File: src/capture_config.svh
`ifndef CAPTURE_CONFIG_SVH
`define CAPTURE_CONFIG_SVH

// One captured byte
`define CAP_DATA_WIDTH 8

// 64-entry buffer and the width of command arguments
`define CAP_ADDR_WIDTH 6

`endif

File: src/capture_pkg.sv
`default_nettype none

`include "capture_config.svh"

package capture_pkg;

    // Host opcodes
    typedef enum logic [1:0] {
        CMD_NOP,
        CMD_ARM,   // Arg is frame length minus one
        CMD_ABORT,
        CMD_READ   // Arg is buffer address
    } cmd_op_t;

    typedef enum logic {
        ST_IDLE,
        ST_CAPTURE
    } eng_state_t;

    // Configuration block to engine
    typedef struct packed {
        logic                       arm;        // Single-cycle start
        logic                       abort;      // Single-cycle stop
        logic [`CAP_ADDR_WIDTH-1:0] frame_last; // Last byte address
    } cap_ctrl_t;

    // Engine to RAM port 0
    typedef struct packed {
        logic                       en;
        logic [`CAP_ADDR_WIDTH-1:0] addr;
        logic [`CAP_DATA_WIDTH-1:0] data;
    } wr_req_t;

endpackage

`default_nettype wire

File: src/util_primitives.sv
`default_nettype none
`timescale 1ns/1ps

module register #(
    parameter WIDTH = 8
) (
    input  logic             clk,
    input  logic             rst,
    input  logic             enable,
    input  logic [WIDTH-1:0] next_value,
    output logic [WIDTH-1:0] value
);

    always_ff @(posedge clk) begin
        if (rst) begin
            value <= '0;
        end else if (enable) begin
            value <= next_value;
        end
    end

endmodule

module counter #(
    parameter WIDTH = 8
) (
    input  logic             clk,
    input  logic             rst,
    input  logic             enable,
    input  logic             clear,
    output logic [WIDTH-1:0] value,
    output logic [WIDTH-1:0] next_value,
    input  logic             load_enable,
    input  logic [WIDTH-1:0] load_value,
    input  logic [WIDTH-1:0] max,
    output logic             complete
);

    register #(
        .WIDTH(WIDTH)
    ) count_reg (
        .clk       (clk),
        .rst       (rst),
        .enable    (enable || clear || load_enable),
        .next_value(next_value),
        .value     (value)
    );

    always_comb begin
        complete = (value == max) && enable; // Step that lands on max
        if (load_enable) begin
            next_value = load_value;
        end else if (complete || clear) begin
            next_value = '0;                 // Wrap or restart
        end else begin
            next_value = value + 1'b1;
        end
    end

endmodule

module shift_register #(
    parameter             WIDTH = 8,
    parameter [WIDTH-1:0] RESET = '0
) (
    input  logic             clk,
    input  logic             rst,
    input  logic             enable,
    output logic [WIDTH-1:0] value,
    output logic [WIDTH-1:0] next_value,
    input  logic             shift_in,
    output logic             shift_out,
    input  logic             load_enable,
    input  logic [WIDTH-1:0] load_value
);

    // Load beats shift
    always_comb begin
        if (load_enable) begin
            next_value = load_value;
        end else if (enable) begin
            next_value = {value[WIDTH-2:0], shift_in}; // MSB first
        end else begin
            next_value = value;
        end
    end

    always_ff @(posedge clk) begin
        if (rst) begin
            value <= RESET;
        end else begin
            value <= next_value;
        end
    end

    assign shift_out = value[WIDTH-1];

endmodule

module memory_double_port #(
    parameter DATA_WIDTH = 32,
    parameter ADDR_WIDTH = 10
) (
    input  logic                  clk,
    input  logic                  rst,
    input  logic                  enable0,
    input  logic                  write_enable0,
    input  logic [ADDR_WIDTH-1:0] addr_in0,
    input  logic [DATA_WIDTH-1:0] data_in0,
    output logic [DATA_WIDTH-1:0] data_out0,
    input  logic                  enable1,
    input  logic                  write_enable1,
    input  logic [ADDR_WIDTH-1:0] addr_in1,
    input  logic [DATA_WIDTH-1:0] data_in1,
    output logic [DATA_WIDTH-1:0] data_out1
);

    localparam DEPTH = 2**ADDR_WIDTH;

    logic [DATA_WIDTH-1:0] mem [DEPTH];

    // One block per port keeps this a true dual-port block RAM;
    // a shared block would imply a write priority between the ports
    always_ff @(posedge clk) begin
        if (rst) begin
            data_out0 <= '0;              // Output latch reset only
        end else if (enable0) begin
            if (write_enable0) begin
                mem[addr_in0] <= data_in0;
            end
            data_out0 <= mem[addr_in0];   // Read-first
        end
    end

    always_ff @(posedge clk) begin
        if (rst) begin
            data_out1 <= '0;
        end else if (enable1) begin
            if (write_enable1) begin
                mem[addr_in1] <= data_in1;
            end
            data_out1 <= mem[addr_in1];
        end
    end

endmodule

`default_nettype wire

File: src/capture_regs.sv
`default_nettype none
`timescale 1ns/1ps

`include "capture_config.svh"

module capture_regs (
    input  logic                       clk,
    input  logic                       rst,
    input  logic                       cmd_valid,
    input  capture_pkg::cmd_op_t       cmd_op,
    input  logic [`CAP_ADDR_WIDTH-1:0] cmd_arg,
    output capture_pkg::cap_ctrl_t     ctrl,
    output logic                       rd_en,
    output logic [`CAP_ADDR_WIDTH-1:0] rd_addr,
    output logic                       rd_valid
);

    logic                       arm_cmd;
    logic                       abort_cmd;
    logic                       read_cmd;
    logic                       arm_q;
    logic                       abort_q;
    logic [`CAP_ADDR_WIDTH-1:0] frame_last;

    assign arm_cmd   = cmd_valid && (cmd_op == capture_pkg::CMD_ARM);
    assign abort_cmd = cmd_valid && (cmd_op == capture_pkg::CMD_ABORT);
    assign read_cmd  = cmd_valid && (cmd_op == capture_pkg::CMD_READ);

    // Frame length held until the next ARM
    register #(
        .WIDTH(`CAP_ADDR_WIDTH)
    ) frame_last_reg (
        .clk       (clk),
        .rst       (rst),
        .enable    (arm_cmd),
        .next_value(cmd_arg),
        .value     (frame_last)
    );

    always_ff @(posedge clk) begin
        if (rst) begin
            arm_q    <= 1'b0;
            abort_q  <= 1'b0;
            rd_valid <= 1'b0;
        end else begin
            arm_q    <= arm_cmd;
            abort_q  <= abort_cmd;
            rd_valid <= read_cmd;   // RAM data lands one cycle later
        end
    end

    assign ctrl.arm        = arm_q;
    assign ctrl.abort      = abort_q;
    assign ctrl.frame_last = frame_last;

    // Read port driven straight from the command
    assign rd_en   = read_cmd;
    assign rd_addr = cmd_arg;

endmodule

`default_nettype wire

File: src/capture_engine.sv
`default_nettype none
`timescale 1ns/1ps

`include "capture_config.svh"

module capture_engine (
    input  logic                   clk,
    input  logic                   rst,
    input  capture_pkg::cap_ctrl_t ctrl,
    input  logic                   bit_valid,
    input  logic                   bit_in,
    output capture_pkg::wr_req_t   wr,
    output logic                   capturing,
    output logic                   done
);

    localparam BIT_W = $clog2(`CAP_DATA_WIDTH);

    capture_pkg::eng_state_t state;

    logic                       take_bit;
    logic                       byte_full;
    logic                       frame_full;
    logic                       frame_end;
    logic [`CAP_ADDR_WIDTH-1:0] byte_addr;
    logic [`CAP_DATA_WIDTH-1:0] shift_next;

    assign capturing = (state == capture_pkg::ST_CAPTURE);

    // A bit arriving with a restart is dropped along with the old frame
    assign take_bit  = bit_valid && capturing && !ctrl.arm;
    assign frame_end = frame_full && !ctrl.abort;

    shift_register #(
        .WIDTH(`CAP_DATA_WIDTH)
    ) deser (
        .clk        (clk),
        .rst        (rst),
        .enable     (take_bit),
        .value      (),
        .next_value (shift_next),
        .shift_in   (bit_in),
        .shift_out  (),
        .load_enable(ctrl.arm),
        .load_value ('0)
    );

    counter #(
        .WIDTH(BIT_W)
    ) bit_counter (
        .clk        (clk),
        .rst        (rst),
        .enable     (take_bit),
        .clear      (ctrl.arm),
        .value      (),
        .next_value (),
        .load_enable(1'b0),
        .load_value ('0),
        .max        (BIT_W'(`CAP_DATA_WIDTH - 1)),
        .complete   (byte_full)
    );

    counter #(
        .WIDTH(`CAP_ADDR_WIDTH)
    ) byte_counter (
        .clk        (clk),
        .rst        (rst),
        .enable     (wr.en),
        .clear      (ctrl.arm),
        .value      (byte_addr),
        .next_value (),
        .load_enable(1'b0),
        .load_value ('0),
        .max        (ctrl.frame_last),
        .complete   (frame_full)
    );

    // Byte goes out on the edge that takes its eighth bit
    assign wr.en   = byte_full;
    assign wr.addr = byte_addr;
    assign wr.data = shift_next;

    always_ff @(posedge clk) begin
        if (rst) begin
            state <= capture_pkg::ST_IDLE;
            done  <= 1'b0;
        end else begin
            done <= frame_end;
            if (ctrl.arm) begin
                state <= capture_pkg::ST_CAPTURE;   // Also restarts a running frame
            end else if (ctrl.abort || frame_end) begin
                state <= capture_pkg::ST_IDLE;
            end
        end
    end

endmodule

`default_nettype wire

File: src/capture_top.sv
`default_nettype none
`timescale 1ns/1ps

`include "capture_config.svh"

module capture_top (
    input  logic                       clk,
    input  logic                       rst,
    input  logic                       cmd_valid,
    input  capture_pkg::cmd_op_t       cmd_op,
    input  logic [`CAP_ADDR_WIDTH-1:0] cmd_arg,
    input  logic                       bit_valid,
    input  logic                       bit_in,
    output logic                       rd_valid,
    output logic [`CAP_DATA_WIDTH-1:0] rd_data,
    output logic                       capturing,
    output logic                       done
);

    capture_pkg::cap_ctrl_t     ctrl;
    capture_pkg::wr_req_t       wr;
    logic                       rd_en;
    logic [`CAP_ADDR_WIDTH-1:0] rd_addr;

    capture_regs regs (
        .clk      (clk),
        .rst      (rst),
        .cmd_valid(cmd_valid),
        .cmd_op   (cmd_op),
        .cmd_arg  (cmd_arg),
        .ctrl     (ctrl),
        .rd_en    (rd_en),
        .rd_addr  (rd_addr),
        .rd_valid (rd_valid)
    );

    capture_engine engine (
        .clk      (clk),
        .rst      (rst),
        .ctrl     (ctrl),
        .bit_valid(bit_valid),
        .bit_in   (bit_in),
        .wr       (wr),
        .capturing(capturing),
        .done     (done)
    );

    // Port 0 write only, port 1 read only
    memory_double_port #(
        .DATA_WIDTH(`CAP_DATA_WIDTH),
        .ADDR_WIDTH(`CAP_ADDR_WIDTH)
    ) buffer (
        .clk          (clk),
        .rst          (rst),
        .enable0      (wr.en),
        .write_enable0(wr.en),
        .addr_in0     (wr.addr),
        .data_in0     (wr.data),
        .data_out0    (),
        .enable1      (rd_en),
        .write_enable1(1'b0),
        .addr_in1     (rd_addr),
        .data_in1     ('0),
        .data_out1    (rd_data)
    );

endmodule

`default_nettype wire

File: config.mk
export PLATFORM = sky130hd
export DESIGN_NAME = capture_top
export DESIGN_NICKNAME = d
export VERILOG_FILES = /design/src/capture_pkg.sv /design/src/util_primitives.sv /design/src/capture_regs.sv /design/src/capture_engine.sv /design/src/capture_top.sv
export VERILOG_INCLUDE_DIRS = /design/src
export SDC_FILE = /design/constraint.sdc
export NUM_CORES = 1
export LEC_CHECK = 0
export ABC_CLOCK_PERIOD_IN_PS = 3700
export BUFFER_PORTS_ARGS = -buffer_cell sky130_fd_sc_hd__buf_2
export CAP_MARGIN = 20
export CORE_UTILIZATION = 23
export DETAILED_ROUTE_END_ITERATION = 10
export PLACE_DENSITY = 0.43
export SYNTH_ARGS = -nofsm -noshare
export SYNTH_HDL_FRONTEND = slang
export SYNTH_HIERARCHICAL = 1
export SYNTH_SLANG_ARGS = --single-unit
File: constraint.sdc
create_clock -name clk -period 3.7 [get_ports clk]
set_input_delay 0.74 -clock clk [delete_from_list [all_inputs] [get_ports clk]]
set_output_delay 0.74 -clock clk [all_outputs]
set_load 0.005 [all_outputs]
# Word level (Yosys, flattened, before mapping)
# Memories as Yosys holds them, arrays and structs flattened. A register that Yosys moved wholly into a read port is not among the register bits.
# Index checks and enable logic that the tools add are counted.
totals:
  register_bits: 28
  mem_bits_rw: 512
  word_cells: 41
  out_inout_bits: 11
  latchBits: 0
  mem_count: 1
  mem_bits_ro: 0
  inputBits: 13
classes:
  mul: 0
  bitwise: 0
  order_cmp: 0
  n_mux: 9
  n_div: 0
  add_sub_neg: 2
  shifts: 0
  n_eq_ne: 5
  n_reduce_logical: 15
mem_list:
  columns: ["memory", "words", "word_bits", "read_ports", "rd_ports_with_merged_regs", "write_ports", "line", "text"]
  rows:
  - ["buffer.mem", 64, 8, 1, 1, 1, "util_primitives.sv:120", "logic [DATA_WIDTH-1:0] mem [DEPTH];"]
ops:
  columns: ["cell", "count"]
  rows:
  - ["2-to-1 mux 8 bit", 2]
  - ["logical AND 1 bit", 8]
  - ["adder 6 x 1 -> 6 bit (second input constant)", 1]
  - ["equality test 6 bit", 1]
  - ["2-to-1 mux 6 bit", 1]
  - ["2-to-1 mux 1 bit", 5]
  - ["equality test 2 bit (second input constant)", 2]
  - ["logical OR 1 bit", 4]
  - ["adder 3 x 1 -> 3 bit (second input constant)", 1]
  - ["equality test 3 bit (second input constant)", 1]
  - ["2-to-1 mux 3 bit", 1]
  - ["equality test 2 x 1 -> 1 bit (second input constant)", 1]
  - ["logical NOT 1 bit", 2]
  - ["nonzero test 2 bit", 1]

# Logic depth before layout (Yosys ltp)
logic_depth:
  depth_word: 8
  mapped_depth: 11
  mapped_depth_nobuf: 8

# Modules after synthesis
# The synthesis kept the hierarchy.
modules_own_cells:
  columns: ["mod", "seq_area_each_um2", "cells_each", "area_each_um2", "instances"]
  rows:
  - ["memory_double_port", 15695.1, 2451, 31685.4, 1]
  - ["shift_register", 160.2, 45, 437.9, 1]
  - ["register (engine.byte_counter.count_reg ...)", 120.1, 19, 214.0, 2]
  - ["counter (engine.byte_counter)", 0.0, 33, 227.7, 1]
  - ["capture_regs", 60.1, 16, 172.7, 1]
  - ["counter (engine.bit_counter)", 0.0, 14, 113.9, 1]
  - ["register (engine.bit_counter.count_reg)", 60.1, 9, 101.3, 1]
  - ["capture_engine", 40.0, 10, 86.3, 1]
  - ["capture_top", 0.0, 1, 3.8, 1]

# Worst setup path before layout
# No wires, ideal clock.
synth_timing:
  kind: "input port to flip-flop"
  start: "input port bit_valid"
  end: "memory buffer/mem[3][0] (netlist bit), enable pin"
  slack_ns: 0.485
  path_stages: 7
  t_required_ns: 3.312
  arrival_ns: 2.827
  path_cell_list: "and3_1 > and4_4 > buf_4 > nand2_1 > nor2_1 > nand3_1 > o32ai_1"
synth_via:
  elab_chain_len: 6
synth_rtl:
  columns: ["element", "line", "text"]
  rows:
  - ["start: declaration", "capture_top.sv:12", "input logic bit_valid,"]
  - ["logical AND 1 bit (2 in a row)", "capture_engine.sv:31", "assign take_bit = bit_valid && capturing && !ctrl.arm;"]
  - ["logical AND 1 bit", "util_primitives.sv:50", "complete = (value == max) && enable;"]
  - ["via engine.byte_full", "capture_engine.sv:22", "logic byte_full;"]
  - ["2-to-1 mux 1 bit", "util_primitives.sv:127", "end else if (enable0) begin"]
  - ["2-to-1 mux 1 bit", "util_primitives.sv:125", "if (rst) begin"]
  - ["2-to-1 mux 1 bit (not written as such)", "util_primitives.sv:129", "mem[addr_in0] <= data_in0;"]
  - ["end: declaration", "util_primitives.sv:120", null]
# The timed path passes the listed nets, and every way through them passes these cells.

==> results.py <==
metrics = {
    "sta": {
        "fin_worst_skew_ns": 0.0210,
        "clock.fmax_mhz": 332,
        "finalCriticalPeriod_ns": 3.01,
        "maxSlewViolCount": 0,
        "setup_violations": 0,
        "setup_slack_ns": 0.686,
        "fin_crit_sh_pct": 81.4,
        "fin_tns_setup_ns": 0,
        "tightest_slew_ns": 1.34,
        "max-slew-margin-rel_pct": 10.7,
        "finalHoldViolations": 0,
        "rsz0062_at_grt": "no",
    },
    "global_route": {
        "overflow": 0,
        "antenna_found_initial": 4,
        "grt_max_degree": 65,
        "grt_usage_pct": 17.2,
        "grt_pass1_vias": 19700,
        "grt_pass1_wl_um": 157000,
    },
    "worst_setup_path": {
        "path_common_cell": "nand2_1",
        "critPathLaunchType": "flip-flop",
        "cp_data_required_time_ns": 4.03,
        "crit_fanout": 7,
        "arrival_ns": 3.34,
        "path_class": "flip-flop to flip-flop",
        "path_cells": "xnor2_1, and4_4, nand2_1, nor2_1, nand2_1, o21ai_0, buf_4",
        "critPathSlowestCell": "nand2_1",
        "max_stage_delay_ns": 0.55,
        "cp-end-kind": "flip-flop",
    },
    "clocking": {
        "cts.reportedPaths.clkPinSlew_ns": 0.06,
        "cts_root_buf": "clkbuf_16",
        "cts_buffers": 67,
        "cts_setup_buffers": 0,
        "cts_sinks": 548,
        "hold_buffers": 0,
        "clock_path_buffers": 3,
        "ctsResizeCount": 0,
        "clk_latency_ns": 0.62,
        "tritoncts": "built",
        "cts-htree-levels": 3,
    },
    "pwr": {
        "p_leak_nw": 11.5,
        "combPwrFrac_pct": 9.7,
        "seqPwrFrac_pct": 47.0,
        "swShare_pct": 24.7,
        "finalPower_mw": 14.6,
        "p_sw_mw": 3.60,
        "ir_drop_mv": 0.279,
        "internal_power_mw": 11.0,
        "pwr-share-clk_pct": 43.4,
        "power_density_nw_per_um2": 433,
    },
    "place": {
        "numPortBuffers": 23,
        "dp_hpwl_um": 67800,
        "routabilityCongestion": 0.864,
        "placed_cells": 3676,
        "place_ws_ns": 0.286,
    },
    "drt": {
        "viasPerCell": 5.07,
        "drt_iter0_markers": 1864,
        "routed_wl_um": 111000,
        "drc": 0,
        "routedWlPerCell_um": 29.1,
        "ant_nets": 0,
        "num_vias": 19200,
        "drt_pass1_iterations": 5,
    },
    "status": {
        "status": "complete, no violations",
    },
    "job": {
        "max_cap_violations": 0,
    },
    "final_layout": {
        "area_growth_pct": 16.0,
        "fin_util_pct": 27.1,
        "num_antenna_cells": 0,
        "drive_above_1_share_pct": 44.2,
        "final_nets": 2123,
        "stdcell_count": 3794,
    },
    "floorplan": {
        "ioPinCount": 24,
        "die_area_um2": 128000,
        "start_util_pct": 23.3,
        "die_h_um": 357,
        "coreArea_um2": 124000,
        "rows": 129,
        "die_w_um": 357,
    },
    "synthesis": {
        "syn_area_um2": 29000,
        "synth_cells": 2072,
        "yosysWarningCount": 6,
        "syn_avg_cell_area_um2": 14.0,
    },
    "worst_hold_path": {
        "hold_class": "flip-flop to flip-flop",
    },
}
## layout make-up
cell class | count | area (um^2)
clock buffers | 87 | 1790
clock inverters | 31 | 226
fillers | 12600 | 90800
inverters | 11 | 41.3
multi-input cells | 1303 | 12000
flip-flops and latches | 548 | 16100
well taps | 1637 | 2050
repair buffers | 177 | 1460
## power groups by stage
stage / clock network [mW] / logic [mW] / registers [mW]
2_1_floorplan: 0 / 0.872 / 6.95
3_3_place_gp: 0 / 1.28 / 6.97
3_5_place_dp: 0 / 1.30 / 6.97
4_1_cts: 6.43 / 1.31 / 6.84
5_1_grt: 6.65 / 1.47 / 6.84
6_report: 6.32 / 1.41 / 6.84
## routing by layer
| layer | part of all wire, % | GRT usage, % | wire (um) | vias up |
|---|---|---|---|---|
| met1 | 45 | 23.7 | 49200 | 10200 |
| met5 | 0 | 0 | 0 | - |
| met2 | 47 | 27.6 | 51600 | 732 |
| met3 | 5.9 | 2.46 | 6570 | 169 |
| met4 | 2.9 | 5.48 | 3200 | 0 |
| li1 | - | - | - | 8132 |
## final timing paths
path	start	cells after the start	endpoint	slack (ns)
max	engine/bit_counter/count_reg/value[0]	7	buffer/mem[32][4]	0.69
min	regs/abort_q	1	engine/done	0.41
max reg2reg	engine/bit_counter/count_reg/value[0]	7	buffer/mem[32][4]	0.69
min reg2reg	regs/abort_q	1	engine/done	0.41
## flip-flops by register name (all words and copies together) (netlist names)
register and cells:
buffer/data_out1 8, buffer/mem 512, engine/bit_counter/count_reg/value 3, engine/byte_counter/count_reg/value 6
engine/capturing 1, engine/deser/value 8, engine/done 1, regs/abort_q 1
regs/arm_q 1, regs/frame_last_reg/value 6, regs/rd_valid 1
## critical path: cells and delay by family (launching register included)
family	cells	cell delay [ns]
compound gates	1	0.55
buf+inv	1	0.24
flops	1	0.41
xor+xnor	1	0.15
simple gates	4	1.40
## stage by stage
stage	cell area [um^2]	hold WS (ns)
after global placement	31600	0.401
after detailed placement	31600	0.409
after global routing	33700	0.419
after floorplan	29200	0.460
final	33700	0.411
after CTS	33700	0.417
## placed cells by master (no fill, tap or decap), types with 14 or more instances in the layout
master / n
conb_1: 44
buf_2: 20
clkbuf_16: 69
mux2i_1: 46
edfxtp_1: 512
mux4_2: 44
clkbuf_1: 18
nand2_1: 73
a22oi_1: 32
buf_4: 142
o21ai_0: 39
clkinv_1: 15
mux2_2: 564
a22o_1: 17
nor2_2: 31
buf_12: 14
a21oi_1: 23
nor2_1: 57
a221oi_1: 62
nand3_1: 26
dfxtp_1: 36
o22ai_1: 51
Note: power is estimated with default switching activity, not from simulation.
